### config.mk
export PLATFORM = sky130hd
export DESIGN_NAME = fetch_stage
export DESIGN_NICKNAME = d
export VERILOG_FILES = /design/src/hdl/fetch_pkg.sv /design/src/hdl/pc_gen.sv /design/src/hdl/branch_predictor.sv /design/src/hdl/icache.sv /design/src/hdl/icache_ctrl.sv /design/src/hdl/fetch_stage.sv
export SDC_FILE = /design/constraint.sdc
export NUM_CORES = 2
export LEC_CHECK = 0
export ABC_AREA = 1
export BUFFER_PORTS_ARGS = -buffer_cell sky130_fd_sc_hd__buf_2
export CAP_MARGIN = 20
export CORE_MARGIN = 2
export CORE_UTILIZATION = 45
export DETAILED_ROUTE_END_ITERATION = 10
export PLACE_DENSITY = 0.61
export SLEW_MARGIN = 20
export SYNTH_ARGS = -nofsm -noshare
export SYNTH_HDL_FRONTEND = slang
export SYNTH_MEMORY_MAX_BITS = 65536
export SYNTH_SLANG_ARGS = --single-unit
### constraint.sdc
create_clock -name clk_i -period 15.4 [get_ports clk_i]
set_input_delay 0.77 -clock clk_i [delete_from_list [all_inputs] [get_ports clk_i]]
set_output_delay 0.77 -clock clk_i [all_outputs]
set_load 0.05 [all_outputs]
### src/hdl/fetch_pkg.sv
package fetch_pkg;

    // Basic widths of the fetch stage
    typedef logic [31:0] pc_t;
    typedef logic [31:0] instr_t;

    // Four words per line, word 0 at the lowest address
    typedef logic [3:0][31:0] line_t;

    // Mispredict, jump and trap return all use this
    typedef struct packed {
        logic valid;
        pc_t  target;
    } redirect_t;

    // Training record from execute
    typedef struct packed {
        logic valid;
        logic taken;
        pc_t  pc;
        pc_t  target;
    } bp_update_t;

    // Read request, address is line aligned
    typedef struct packed {
        logic req;
        pc_t  addr;
    } mem_req_t;

    // addi x0,x0,0
    parameter instr_t NOP_INSTR = 32'h0000_0013;

    parameter logic [6:0] OPC_BRANCH = 7'b1100011;

    parameter pc_t RESET_PC = 32'h0000_0000;

endpackage

### src/hdl/pc_gen.sv
`timescale 1ns/10ps

module pc_gen (
    input  logic                  clk_i,
    input  logic                  arst_n_i,
    input  logic                  advance_i,
    input  logic                  pred_taken_i,
    input  fetch_pkg::pc_t        pred_target_i,
    input  fetch_pkg::redirect_t  mispredict_i,
    input  fetch_pkg::redirect_t  jump_i,
    input  fetch_pkg::redirect_t  trap_ret_i,
    output fetch_pkg::pc_t        pc_o
);

    fetch_pkg::pc_t pc_q;
    fetch_pkg::pc_t pc_d;
    fetch_pkg::pc_t pc_seq;

    assign pc_seq = pc_q + 32'd4;

    // Redirects win over everything, even a stall
    always_comb begin
        if (mispredict_i.valid) begin
            pc_d = mispredict_i.target;
        end else if (jump_i.valid) begin
            pc_d = jump_i.target;
        end else if (trap_ret_i.valid) begin
            pc_d = trap_ret_i.target;
        end else if (advance_i) begin
            if (pred_taken_i) begin
                pc_d = pred_target_i;
            end else begin
                pc_d = pc_seq;
            end
        end else begin
            // Stall or miss
            pc_d = pc_q;
        end
    end

    always_ff @(posedge clk_i or negedge arst_n_i) begin
        if (!arst_n_i) begin
            pc_q <= fetch_pkg::RESET_PC;
        end else begin
            pc_q <= pc_d;
        end
    end

    assign pc_o = pc_q;

endmodule

### src/hdl/branch_predictor.sv
`timescale 1ns/10ps

module branch_predictor #(
    parameter int BHT_ENTRIES = 32
) (
    input  logic                   clk_i,
    input  logic                   arst_n_i,
    input  fetch_pkg::pc_t         pc_i,
    input  fetch_pkg::instr_t      instr_i,
    input  logic                   hit_i,
    input  fetch_pkg::bp_update_t  update_i,
    output logic                   pred_taken_o,
    output fetch_pkg::pc_t         pred_target_o
);

    localparam int IDX_W = $clog2(BHT_ENTRIES);
    localparam int TAG_W = 32 - IDX_W - 2;

    logic [1:0]       cnt_q      [BHT_ENTRIES];
    logic [TAG_W-1:0] btb_tag_q  [BHT_ENTRIES];
    fetch_pkg::pc_t   btb_tgt_q  [BHT_ENTRIES];
    logic [BHT_ENTRIES-1:0] btb_valid_q;

    logic [IDX_W-1:0] rd_idx;
    logic [TAG_W-1:0] rd_tag;
    logic [IDX_W-1:0] wr_idx;
    logic [TAG_W-1:0] wr_tag;
    logic             is_branch;
    logic             btb_match;

    assign rd_idx = pc_i[IDX_W+1:2];
    assign rd_tag = pc_i[31:IDX_W+2];
    assign wr_idx = update_i.pc[IDX_W+1:2];
    assign wr_tag = update_i.pc[31:IDX_W+2];

    // Predecode, only conditional branches are predicted
    assign is_branch = (instr_i[6:0] == fetch_pkg::OPC_BRANCH);

    assign btb_match = btb_valid_q[rd_idx] && (btb_tag_q[rd_idx] == rd_tag);

    assign pred_taken_o  = hit_i && is_branch && cnt_q[rd_idx][1] && btb_match;
    assign pred_target_o = btb_tgt_q[rd_idx];

    // Saturating 2-bit counters, start weakly not taken
    always_ff @(posedge clk_i or negedge arst_n_i) begin
        if (!arst_n_i) begin
            for (int i = 0; i < BHT_ENTRIES; i++) begin
                cnt_q[i] <= 2'b01;
            end
        end else if (update_i.valid) begin
            if (update_i.taken) begin
                if (cnt_q[wr_idx] != 2'b11) begin
                    cnt_q[wr_idx] <= cnt_q[wr_idx] + 2'b01;
                end
            end else begin
                if (cnt_q[wr_idx] != 2'b00) begin
                    cnt_q[wr_idx] <= cnt_q[wr_idx] - 2'b01;
                end
            end
        end
    end

    always_ff @(posedge clk_i or negedge arst_n_i) begin
        if (!arst_n_i) begin
            btb_valid_q <= '0;
        end else if (update_i.valid && update_i.taken) begin
            btb_valid_q[wr_idx] <= 1'b1;
        end
    end

    // Target buffer payload
    always_ff @(posedge clk_i) begin
        if (update_i.valid && update_i.taken) begin
            btb_tag_q[wr_idx] <= wr_tag;
            btb_tgt_q[wr_idx] <= update_i.target;
        end
    end

endmodule

### src/hdl/icache.sv
`timescale 1ns/10ps

module icache #(
    parameter int ICACHE_LINES = 16
) (
    input  logic               clk_i,
    input  logic               arst_n_i,
    input  fetch_pkg::pc_t     pc_i,
    input  logic               fill_i,
    input  fetch_pkg::pc_t     fill_addr_i,
    input  fetch_pkg::line_t   fill_line_i,
    output logic               hit_o,
    output fetch_pkg::instr_t  instr_o
);

    // 16 byte lines, so 4 offset bits
    localparam int OFF_W = 4;
    localparam int IDX_W = $clog2(ICACHE_LINES);
    localparam int TAG_W = 32 - IDX_W - OFF_W;

    logic [ICACHE_LINES-1:0] valid_q;
    logic [TAG_W-1:0]        tag_q  [ICACHE_LINES];
    fetch_pkg::line_t        line_q [ICACHE_LINES];

    logic [IDX_W-1:0] rd_idx;
    logic [TAG_W-1:0] rd_tag;
    logic [IDX_W-1:0] wr_idx;
    logic [TAG_W-1:0] wr_tag;
    fetch_pkg::line_t rd_line;

    assign rd_idx = pc_i[IDX_W+OFF_W-1:OFF_W];
    assign rd_tag = pc_i[31:IDX_W+OFF_W];
    assign wr_idx = fill_addr_i[IDX_W+OFF_W-1:OFF_W];
    assign wr_tag = fill_addr_i[31:IDX_W+OFF_W];

    // Lookup
    assign rd_line = line_q[rd_idx];
    assign hit_o   = valid_q[rd_idx] && (tag_q[rd_idx] == rd_tag);
    assign instr_o = rd_line[pc_i[3:2]];

    always_ff @(posedge clk_i or negedge arst_n_i) begin
        if (!arst_n_i) begin
            valid_q <= '0;
        end else if (fill_i) begin
            valid_q[wr_idx] <= 1'b1;
        end
    end

    // Tag and data arrays
    always_ff @(posedge clk_i) begin
        if (fill_i) begin
            tag_q[wr_idx]  <= wr_tag;
            line_q[wr_idx] <= fill_line_i;
        end
    end

endmodule

### src/hdl/icache_ctrl.sv
`timescale 1ns/10ps

module icache_ctrl #(
    parameter int ICACHE_LINES = 16
) (
    input  logic                 clk_i,
    input  logic                 arst_n_i,
    input  fetch_pkg::pc_t       pc_i,
    input  logic                 hit_i,
    input  logic                 mem_ready_i,
    input  logic                 mem_valid_i,
    input  fetch_pkg::line_t     mem_line_i,
    output fetch_pkg::mem_req_t  mem_req_o,
    output logic                 fill_o,
    output fetch_pkg::pc_t       fill_addr_o,
    output fetch_pkg::line_t     fill_line_o,
    output logic                 ready_o
);

    localparam int OFF_W = 4;
    localparam int IDX_W = $clog2(ICACHE_LINES);
    localparam int TAG_W = 32 - IDX_W - OFF_W;

    typedef enum logic [1:0] {
        ST_IDLE,
        ST_REQ,
        ST_WAIT
    } state_t;

    state_t state_q;
    state_t state_d;

    // Line being fetched, kept as tag and index
    logic [TAG_W-1:0] miss_tag_q;
    logic [IDX_W-1:0] miss_idx_q;
    logic             start_miss;

    assign start_miss = (state_q == ST_IDLE) && !hit_i;

    always_comb begin
        state_d = state_q;
        case (state_q)
            ST_IDLE: begin
                if (!hit_i) begin
                    state_d = ST_REQ;
                end
            end
            ST_REQ: begin
                // Accepted this cycle, req drops next cycle
                if (mem_ready_i) begin
                    state_d = ST_WAIT;
                end
            end
            ST_WAIT: begin
                if (mem_valid_i) begin
                    state_d = ST_IDLE;
                end
            end
            default: begin
                state_d = ST_IDLE;
            end
        endcase
    end

    always_ff @(posedge clk_i or negedge arst_n_i) begin
        if (!arst_n_i) begin
            state_q <= ST_IDLE;
        end else begin
            state_q <= state_d;
        end
    end

    // Address is frozen for the whole miss, even across a redirect
    always_ff @(posedge clk_i) begin
        if (start_miss) begin
            miss_tag_q <= pc_i[31:IDX_W+OFF_W];
            miss_idx_q <= pc_i[IDX_W+OFF_W-1:OFF_W];
        end
    end

    assign mem_req_o.req  = (state_q == ST_REQ);
    assign mem_req_o.addr = {miss_tag_q, miss_idx_q, {OFF_W{1'b0}}};

    // Fill on the edge the line arrives
    assign fill_o      = (state_q == ST_WAIT) && mem_valid_i;
    assign fill_addr_o = {miss_tag_q, miss_idx_q, {OFF_W{1'b0}}};
    assign fill_line_o = mem_line_i;

    assign ready_o = hit_i && (state_q == ST_IDLE);

endmodule

### src/hdl/fetch_stage.sv
`timescale 1ns/10ps

module fetch_stage #(
    parameter int ICACHE_LINES = 16,
    parameter int BHT_ENTRIES  = 32
) (
    input  logic                   clk_i,
    input  logic                   arst_n_i,
    input  logic                   stall_i,
    input  fetch_pkg::redirect_t   mispredict_i,
    input  fetch_pkg::redirect_t   jump_i,
    input  fetch_pkg::redirect_t   trap_ret_i,
    input  fetch_pkg::bp_update_t  bp_update_i,
    input  logic                   mem_ready_i,
    input  logic                   mem_valid_i,
    input  fetch_pkg::line_t       mem_line_i,
    output fetch_pkg::mem_req_t    mem_req_o,
    output fetch_pkg::pc_t         pc_o,
    output fetch_pkg::instr_t      instr_o,
    output logic                   pred_taken_o
);

    // Stage output bundle
    typedef struct packed {
        fetch_pkg::pc_t    pc;
        fetch_pkg::instr_t instr;
        logic              pred_taken;
    } fetch_out_t;

    fetch_pkg::pc_t    pc_q;
    fetch_pkg::pc_t    pred_target;
    fetch_pkg::pc_t    fill_addr;
    fetch_pkg::line_t  fill_line;
    fetch_pkg::instr_t hit_word;
    logic              hit;
    logic              pred_taken;
    logic              fill;
    logic              ready;
    logic              advance;
    logic              redirect;
    fetch_out_t        out_q;

    assign redirect = mispredict_i.valid || jump_i.valid || trap_ret_i.valid;
    assign advance  = ready && !stall_i;

    pc_gen u_pc_gen (
        .clk_i         (clk_i),
        .arst_n_i      (arst_n_i),
        .advance_i     (advance),
        .pred_taken_i  (pred_taken),
        .pred_target_i (pred_target),
        .mispredict_i  (mispredict_i),
        .jump_i        (jump_i),
        .trap_ret_i    (trap_ret_i),
        .pc_o          (pc_q)
    );

    branch_predictor #(
        .BHT_ENTRIES (BHT_ENTRIES)
    ) u_branch_predictor (
        .clk_i         (clk_i),
        .arst_n_i      (arst_n_i),
        .pc_i          (pc_q),
        .instr_i       (hit_word),
        .hit_i         (hit),
        .update_i      (bp_update_i),
        .pred_taken_o  (pred_taken),
        .pred_target_o (pred_target)
    );

    icache #(
        .ICACHE_LINES (ICACHE_LINES)
    ) u_icache (
        .clk_i       (clk_i),
        .arst_n_i    (arst_n_i),
        .pc_i        (pc_q),
        .fill_i      (fill),
        .fill_addr_i (fill_addr),
        .fill_line_i (fill_line),
        .hit_o       (hit),
        .instr_o     (hit_word)
    );

    icache_ctrl #(
        .ICACHE_LINES (ICACHE_LINES)
    ) u_icache_ctrl (
        .clk_i       (clk_i),
        .arst_n_i    (arst_n_i),
        .pc_i        (pc_q),
        .hit_i       (hit),
        .mem_ready_i (mem_ready_i),
        .mem_valid_i (mem_valid_i),
        .mem_line_i  (mem_line_i),
        .mem_req_o   (mem_req_o),
        .fill_o      (fill),
        .fill_addr_o (fill_addr),
        .fill_line_o (fill_line),
        .ready_o     (ready)
    );

    // Output register; pc is kept while a bubble is emitted
    always_ff @(posedge clk_i or negedge arst_n_i) begin
        if (!arst_n_i) begin
            out_q.pc         <= '0;
            out_q.instr      <= fetch_pkg::NOP_INSTR;
            out_q.pred_taken <= 1'b0;
        end else if (redirect) begin
            out_q.instr      <= fetch_pkg::NOP_INSTR;
            out_q.pred_taken <= 1'b0;
        end else if (!stall_i) begin
            if (ready) begin
                out_q.pc         <= pc_q;
                out_q.instr      <= hit_word;
                out_q.pred_taken <= pred_taken;
            end else begin
                out_q.instr      <= fetch_pkg::NOP_INSTR;
                out_q.pred_taken <= 1'b0;
            end
        end
    end

    assign pc_o         = out_q.pc;
    assign instr_o      = out_q.instr;
    assign pred_taken_o = out_q.pred_taken;

endmodule

== Yosys cells after proc, flatten, opt, wreduce, memory -nomap -nowiden ==
Memory sizes are Yosys's and may differ from the RTL's.
Index checks and enable logic that the tools add are counted.
Word-level totals
  bits in registers: 239
  bits in writable memories: 4256
  output and inout bits: 98
  logic and storage cells: 138
  memories: 4
Memory list
  u_icache.line_q: words 16, bits a word 128, rd ports 1, clocked after memory_dff 0, write ports 1, RTL line icache.sv:23  | fetch_pkg::line_t line_q [ICACHE_LINES];
  u_branch_predictor.btb_tgt_q: words 32, bits a word 32, rd ports 1, clocked after memory_dff 0, write ports 1, RTL line branch_predictor.sv:21  | fetch_pkg::pc_t btb_tgt_q [BHT_ENTRIES];
  u_branch_predictor.btb_tag_q: words 32, bits a word 25, rd ports 1, clocked after memory_dff 0, write ports 1, RTL line branch_predictor.sv:20  | logic [TAG_W-1:0] btb_tag_q [BHT_ENTRIES];
  u_icache.tag_q: words 16, bits a word 24, rd ports 1, clocked after memory_dff 0, write ports 1, RTL line icache.sv:22  | logic [TAG_W-1:0] tag_q [ICACHE_LINES];
Cells by class
  add/subtract/negate cells: 3
  $lt $le $gt $ge: 10
  equality and inequality tests: 11
  muxes and demuxes: 39
  bitwise logic cells: 6
  reductions and logical operators: 24
Operators with widths (number)
  two-way mux 32 bit: 6
  two-way mux 64 bit: 3
  bitwise mux 64 bit: 2
  two-way mux 33 bit: 3
  binary-select mux 32 bit (select 2 bit): 1
  adder 32 x 3 -> 32 bit (second input constant): 1
  OR 32 bit: 1
  equality test 25 bit: 1
  equality test 24 bit: 1
  binary-select mux 2 bit (select 5 bit): 2
  two-way mux 2 bit: 8
  OR 16 bit: 1
  logical AND 1 bit: 13
  greater-or-equal comparator 6 bit (second input constant): 2
  less-than comparator 5 x 6 -> 1 bit (second input constant): 2
  inverter 5 -> 6 bit: 2
  demux 2 bit (select 5 bit): 1
  less-than comparator 4 x 5 -> 1 bit (second input constant): 2
  AND reduction 3 bit: 3
  two-way mux 1 bit: 8
  inequality test 2 bit (second input constant): 4
  equality test 7 bit (second input constant): 1
  less-than comparator 6 x 1 -> 1 bit (second input constant): 1
  case mux 2 bit (3 select lines): 1
  18 further kinds: 23

== Longest topological paths before layout ==
An unclocked memory read counts as a cell.
  depth after elaboration: 12
  mapped depth: 29
  gate-level depth less buffers: 25

== Modules after synthesis ==
Synthesis repeated with hierarchy kept, for this count alone.
Unflattened totals
  cells, all modules: 14883
  area, all modules: 182448.7 sq um
Modules (own cells, without submodules)
  icache: instances 1, cells each 7597, area an instance 96747.8 sq um
  branch_predictor: instances 1, cells each 6302, area an instance 77493.1 sq um
  pc_gen: instances 1, cells each 470, area an instance 3161.8 sq um
  fetch_stage: instances 1, cells each 300, area an instance 2839.0 sq um
  icache_ctrl: instances 1, cells each 214, area an instance 2207.1 sq um

== Worst setup path after synthesis ==
No wires, ideal clock.
  path type: input to register
  start: input port mem_valid_i
  end: register u_icache.valid_q[12]
  library setup time: 106 ps
  arrival time: 8169 ps
  data required time: 15294 ps
  path slack: 7125 ps
  stages on the path: 4
  buffers on the path: 0
  path through: and3_1 -> nand3_1 -> nor2_1 -> or2_2
On the way
  word-level cells in the longest chain between the ends: 1
Ends and longest elaborated chain
  from (decl): RTL line fetch_stage.sv:15  | input logic mem_valid_i,
  logical AND 1 bit: RTL line icache_ctrl.sv:85  | assign fill_o = (state_q == ST_WAIT) && mem_valid_i;
  to (signal assigned): RTL line icache.sv:43  | valid_q <= '0;
  to (signal, indexed assignment): RTL line icache.sv:45  | valid_q[wr_idx] <= 1'b1;
  to (decl): RTL line icache.sv:21  | logic [ICACHE_LINES-1:0] valid_q;
No other way between the ends.
A chain may end at the register's enable or synchronous reset.

== Final worst setup path ==
  start: register u_pc_gen.pc_q[5], in the netlist u_pc_gen.pc_o[5]
  end: register u_pc_gen.pc_q[0], in the netlist u_pc_gen.pc_o[0]
On the way
  word-level cells in the longest chain between the ends: 12
Ends and longest elaborated chain
  from (decl): RTL line pc_gen.sv:15  | fetch_pkg::pc_t pc_q;
  from (signal assigned): RTL line pc_gen.sv:43  | pc_q <= fetch_pkg::RESET_PC;
  from (signal assigned): RTL line pc_gen.sv:45  | pc_q <= pc_d;
  memory (16 x 128 bit)
  binary-select mux 32 bit (select 2 bit): RTL line icache.sv:39  | assign instr_o = rd_line[pc_i[3:2]];
  two-way mux 32 bit (implied by the code): RTL line icache.sv:39
  equality test 7 bit: RTL line branch_predictor.sv:37  | assign is_branch = (instr_i[6:0] == fetch_pkg::OPC_BRANCH);
  logical AND 1 bit (3 in series): RTL line branch_predictor.sv:41  | assign pred_taken_o = hit_i && is_branch && cnt_q[rd_idx][1] && btb_match;
  two-way mux 32 bit: RTL line pc_gen.sv:30  | if (pred_taken_i) begin
  two-way mux 32 bit: RTL line pc_gen.sv:29  | end else if (advance_i) begin
  two-way mux 32 bit: RTL line pc_gen.sv:27  | end else if (trap_ret_i.valid) begin
  two-way mux 32 bit: RTL line pc_gen.sv:25  | end else if (jump_i.valid) begin
  two-way mux 32 bit: RTL line pc_gen.sv:23  | if (mispredict_i.valid) begin
Several ways; a longest one is shown, not always the timed one. The select of a mux whose other input is x is not followed.

==> summary.md <==
| Metric | Value |
|---|---|
| Flop pwr share | 49.7% |
| Dpl cells | between 15000 and 20000 |
| Hold crit path type | in2reg |
| FMAX | 124 MHz |
| Ys async rst share | 4.69% |
| Routing usage on met3 | 4.74% |
| Final ANT Viol Nets | 0 |
| Post-Syn Instances | 14443 |
| Fillcell total | 34187 |
| GR Util met1 | 37.2% |
| Crit-path slowest cell | buf_4 |
| Distinct cells, synth | 55 |
| Post-Route WL | between 500000 and 600000 um |
| NetSw | 7.53 mW |
| Levels on crit path | 20 |
| Mux cell area share after synthesis | 0% |
| Syn avg cell area | 12.5 um2 |
| Final setup violation count | 0 |
| Tot GR Track Use | around 28% |
| H-tree depth | 5 |
| Grt ovf | 0 |
| Cell-by-cell trace of the critical path | inv_8 -> buf_4 -> buf_4 -> buf_4 -> o21ai_0 -> o22ai_1 -> nand2_1 -> nand3_1 -> nand3_1 -> nand2_1 -> nand2_1 -> nor2_1 -> nand3_1 -> nor2_4 -> nand2_1 -> inv_2 -> nand2_1 -> a21oi_1 -> o21ai_1 -> nand2_1 |
| Warnings, synthesis | 0 |
| Worst-Margin Slew | 1280 ps |
| CP arrival | 9000 ps |
| DP Area | roughly 190000 um2 |
| Max clock buf depth | 4 |
| Largest net degree at the start of global routing | ~200 |
| Outcome | finished, final reports clean |
| P_int | just over 20 mW |
| Fin Setup TNS | 0 ps |
| Clock root buffer | clkbuf_16 |
| Adder-cell share of the synthesized area | 0.0209% |
| Dominant synthesized flop cell | edfxtp_1 |
| Vias in the first global route | 110812 |
| Setup Fix Bufs, Post-CTS | 0 |
| Post-synth EDFFs | 4284 |
| Most common cell type on the critical path | nand2_1 |
| M2 GR Usage | 42.6% |
| DR iter-0 viols | 15820 |
| TritonRoute pass-1 iters | 8 |
| Post-DP HPWL | 305000 um |
| Clock slew at reported path FFs | ~60 ps |
| Reg2reg path depth | 20 |
| CORE AREA | roughly 400000 um2 |
| Initial core utilization | between 40 and 50% |
| IO Count | just under 400 |
| RSZ-0062 raised after global routing | false |
| Main combinational cell family by area after synthesis | simple AND/OR/NAND/NOR gates |
| Global-route wire length before repair | 815000 um |
| Final Util | 50.5% |
| Design Area, Final | 201000 um2 |
| Clock Power Share | between 30% and 40% |
| Max_cap viols | 0 |
| Switching Fraction | 26.7% |
| Die W | between 600 and 700 um |
| Tcrit/Tclk final | a little over half |
| Worst path max stage delay | 800 ps |
| Total CTS buffers | 447 |
| Initial antenna violation count | about 130 |
| Clock sink count | 4495 |
| Pleak | 70.6 nW |
| GR peak layer | met2 |
| Clk Latency, worst-skew pair | between 1000 and 1500 ps |
| Std-Cell Rows | 232 |
| Drt via density | 5.86 |
| DRC Markers | 0 |
| Via count | 119099 |
| Die Area | 405000 um2 |
| Post-synthesis xor/xnor area fraction | 0.122% |
| Hold path depth | 1 |
| Final Hold Violating Endpoints | 0 |
| Setup crit end kind | register |
| Die Y-Extent | 636 um |
| Resize count post-CTS | 0 |
| WL per Instance | 28.5 um |
| WP data required | roughly 16000 ps |
| CTS tree | done |
| Seq/Total Area, Yosys | around three quarters |
| Fin nets | roughly 15000 |
| Max FO, Critical Path | 75 |
| Crit path buf inv count | 5 |
| Fin Clk Skew | 112 ps |
| Comb power frac | between 10% and 20% |
| Simple-gate share of the synthesized area | 13.9% |
| Power Dens Cells | 140 nW/um2 |
| CP Class | reg2reg |
| Share of layout cells above drive strength 1 | 9.53% |
| Layout area overhead | 11.9% |
| Input/output buffers | 389 |
| Critical Path Source Type | register |
| Synth Register Bits | 4495 |
| Gpl congestion | around 0.88 |
| Post-synthesis compound-gate area fraction | 8.03% |
| Max VDD drop | 0.121 mV |
| Slew HR | between 10% and 20% |
| Final cell count without fillers | 20307 |
| Delay-heaviest family, CP | buffers and inverters |
| Slew Limit Fails | 0 |
| Post-Syn Area | 180000 um2 |
| Final Critical Period | 8070 ps |
-- final timing paths --
check                                                                    from                                            end  slack, ps
worst max-delay path                             u_pc_gen.pc_o[5]$_DFFE_PN0P_                   u_pc_gen.pc_o[0]$_DFFE_PN0P_       7330
worst min-delay path                                          mem_line_i[125]              u_icache.line_q[2][125]$_DFFE_PP_         80
worst max register to register                   u_pc_gen.pc_o[5]$_DFFE_PN0P_                   u_pc_gen.pc_o[0]$_DFFE_PN0P_       7330
worst min register to register  u_branch_predictor.btb_valid_q[2]$_DFFE_PN0P_  u_branch_predictor.btb_valid_q[2]$_DFFE_PN0P_        460
max in group asynchronous                                            arst_n_i                         instr_o[9]$_DFFE_PN0P_      13680
min in group asynchronous                                            arst_n_i                         instr_o[2]$_DFFE_PN0P_        380
-- cells in the mapped netlist, drive strengths merged (7+ instances only) --
library cell | instances | area (um2)
and3 | 87 | 544
o2111ai | 7 | 61.3
or2 | 57 | 357
nor3 | 33 | 181
edfxtp | 4284 | 129000
o211ai | 44 | 330
o22ai | 159 | 995
nor4 | 8 | 65.1
nand3b | 9 | 67.6
nor2 | 1490 | 5620
dfrtp | 176 | 4400
a21oi | 384 | 1920
dfstp | 35 | 920
a32o | 13 | 130
a22oi | 38 | 285
a221oi | 12 | 105
xor2 | 24 | 210
o21ai | 1049 | 5250
inv | 556 | 2090
nand2 | 3216 | 12100
nand3 | 1127 | 5660
a211oi | 10 | 75.1
clkbuf | 446 | 1680
o221ai | 559 | 4900
a31oi | 36 | 225
nand4 | 74 | 463
buf | 484 | 2450
-- sequential cells by signal (all words and copies together) (netlist names), named ones only --
signal,flops
u_branch_predictor.btb_tgt_q,1024
u_pc_gen.pc_o,32
pred_taken_o,1
u_icache.tag_q,384
instr_o,32
u_branch_predictor.btb_valid_q,32
u_icache.valid_q,16
u_branch_predictor.cnt_q,32
u_branch_predictor.btb_tag_q,800
u_icache_ctrl.state_q,2
u_icache_ctrl.miss_tag_q,24
u_icache.line_q,2048
u_icache_ctrl.miss_idx_q,4
pc_o,32
-- placed cells by master, fill, tap and decap left out, types with 48 or more instances in the layout --
cell type and n:
diode_2 61, nor2_1 1454, and3_1 87, buf_2 388, clkbuf_16 457, clkbuf_1 113, clkinv_1 103, nand3_1 1124
edfxtp_1 4284, a21oi_1 383, o21ai_1 69, o221ai_1 559, buf_4 225, dfrtp_1 170, inv_1 540, o21ai_0 980
or2_2 48, nand2_1 3213, o22ai_1 159, nand4_1 74, clkinv_2 80
-- cells by family after synthesis --
family	count (synthesis)
xor gates and xnor gates	25
AOI/OAI and AO/OA	2330
buffers and inverters	1488
other	1
DFF	4495
and+or+nand+nor	6101
adders and majority gates	3
-- final cells by class --
| type | count | area, um2 | share of cell area (%) |
|---|---|---|---|
| inverters | 558 | 2160 | 1.07 |
| multi-input cells | 8463 | 40100 | 19.9 |
| clock inverters | 238 | 2150 | 1.07 |
| repair buffers | 642 | 4180 | 2.07 |
| well taps | 5265 | 6590 | 3.27 |
| flip-flops and latches | 4495 | 134000 | 66.5 |
| diodes | 61 | 153 | 0.0758 |
| clock buffers | 585 | 12100 | 5.99 |
-- through the flow --
step	total power [mW]	setup slack [ps]	hold slack, ps
floorplan	16.2	7120	420
global placement	17.6	7600	438
detailed placement	17.7	7610	444
CTS	28.2	7530	23.2
global route	29.0	7150	68.2
finish	28.2	7330	84.1
-- power groups by stage --
stage | logic, mW | clock network [mW] | registers [mW]
after CTS | 3.43 | 10.8 | 14.0
after global routing | 3.72 | 11.2 | 14.0
after global placement | 3.39 | 0 | 14.2
final | 3.47 | 10.7 | 14.0
after floorplan | 1.92 | 0 | 14.3
after detailed placement | 3.42 | 0 | 14.2
-- worst reg2reg max path, stage by stage (launching register included) --
cell,delay [ps]
dfrtp_4,650
inv_8,500
buf_4,800
buf_4,800
buf_4,670
o21ai_0,230
o22ai_1,200
nand2_1,70
nand3_1,110
nand3_1,70
nand2_1,210
nand2_1,80
nor2_1,430
nand3_1,220
nor2_4,580
nand2_1,770
inv_2,500
nand2_1,90
a21oi_1,760
o21ai_1,120
nand2_1,90
-- layer usage --
layer / part of all wire, % / wire (um)
met3: 8.9 / 51700
met2: 45 / 263000
met1: 39 / 225000
met5: 0.047 / 275
met4: 6.8 / 39600
-- timing repair --
action / 4_1_cts / 5_1_grt
endpoints found under the setup margin: 0 / 0
hold endpoints to repair: 78 / 0
hold buffers: 3 / 0
Note: power is estimated with default switching activity, not from simulation.
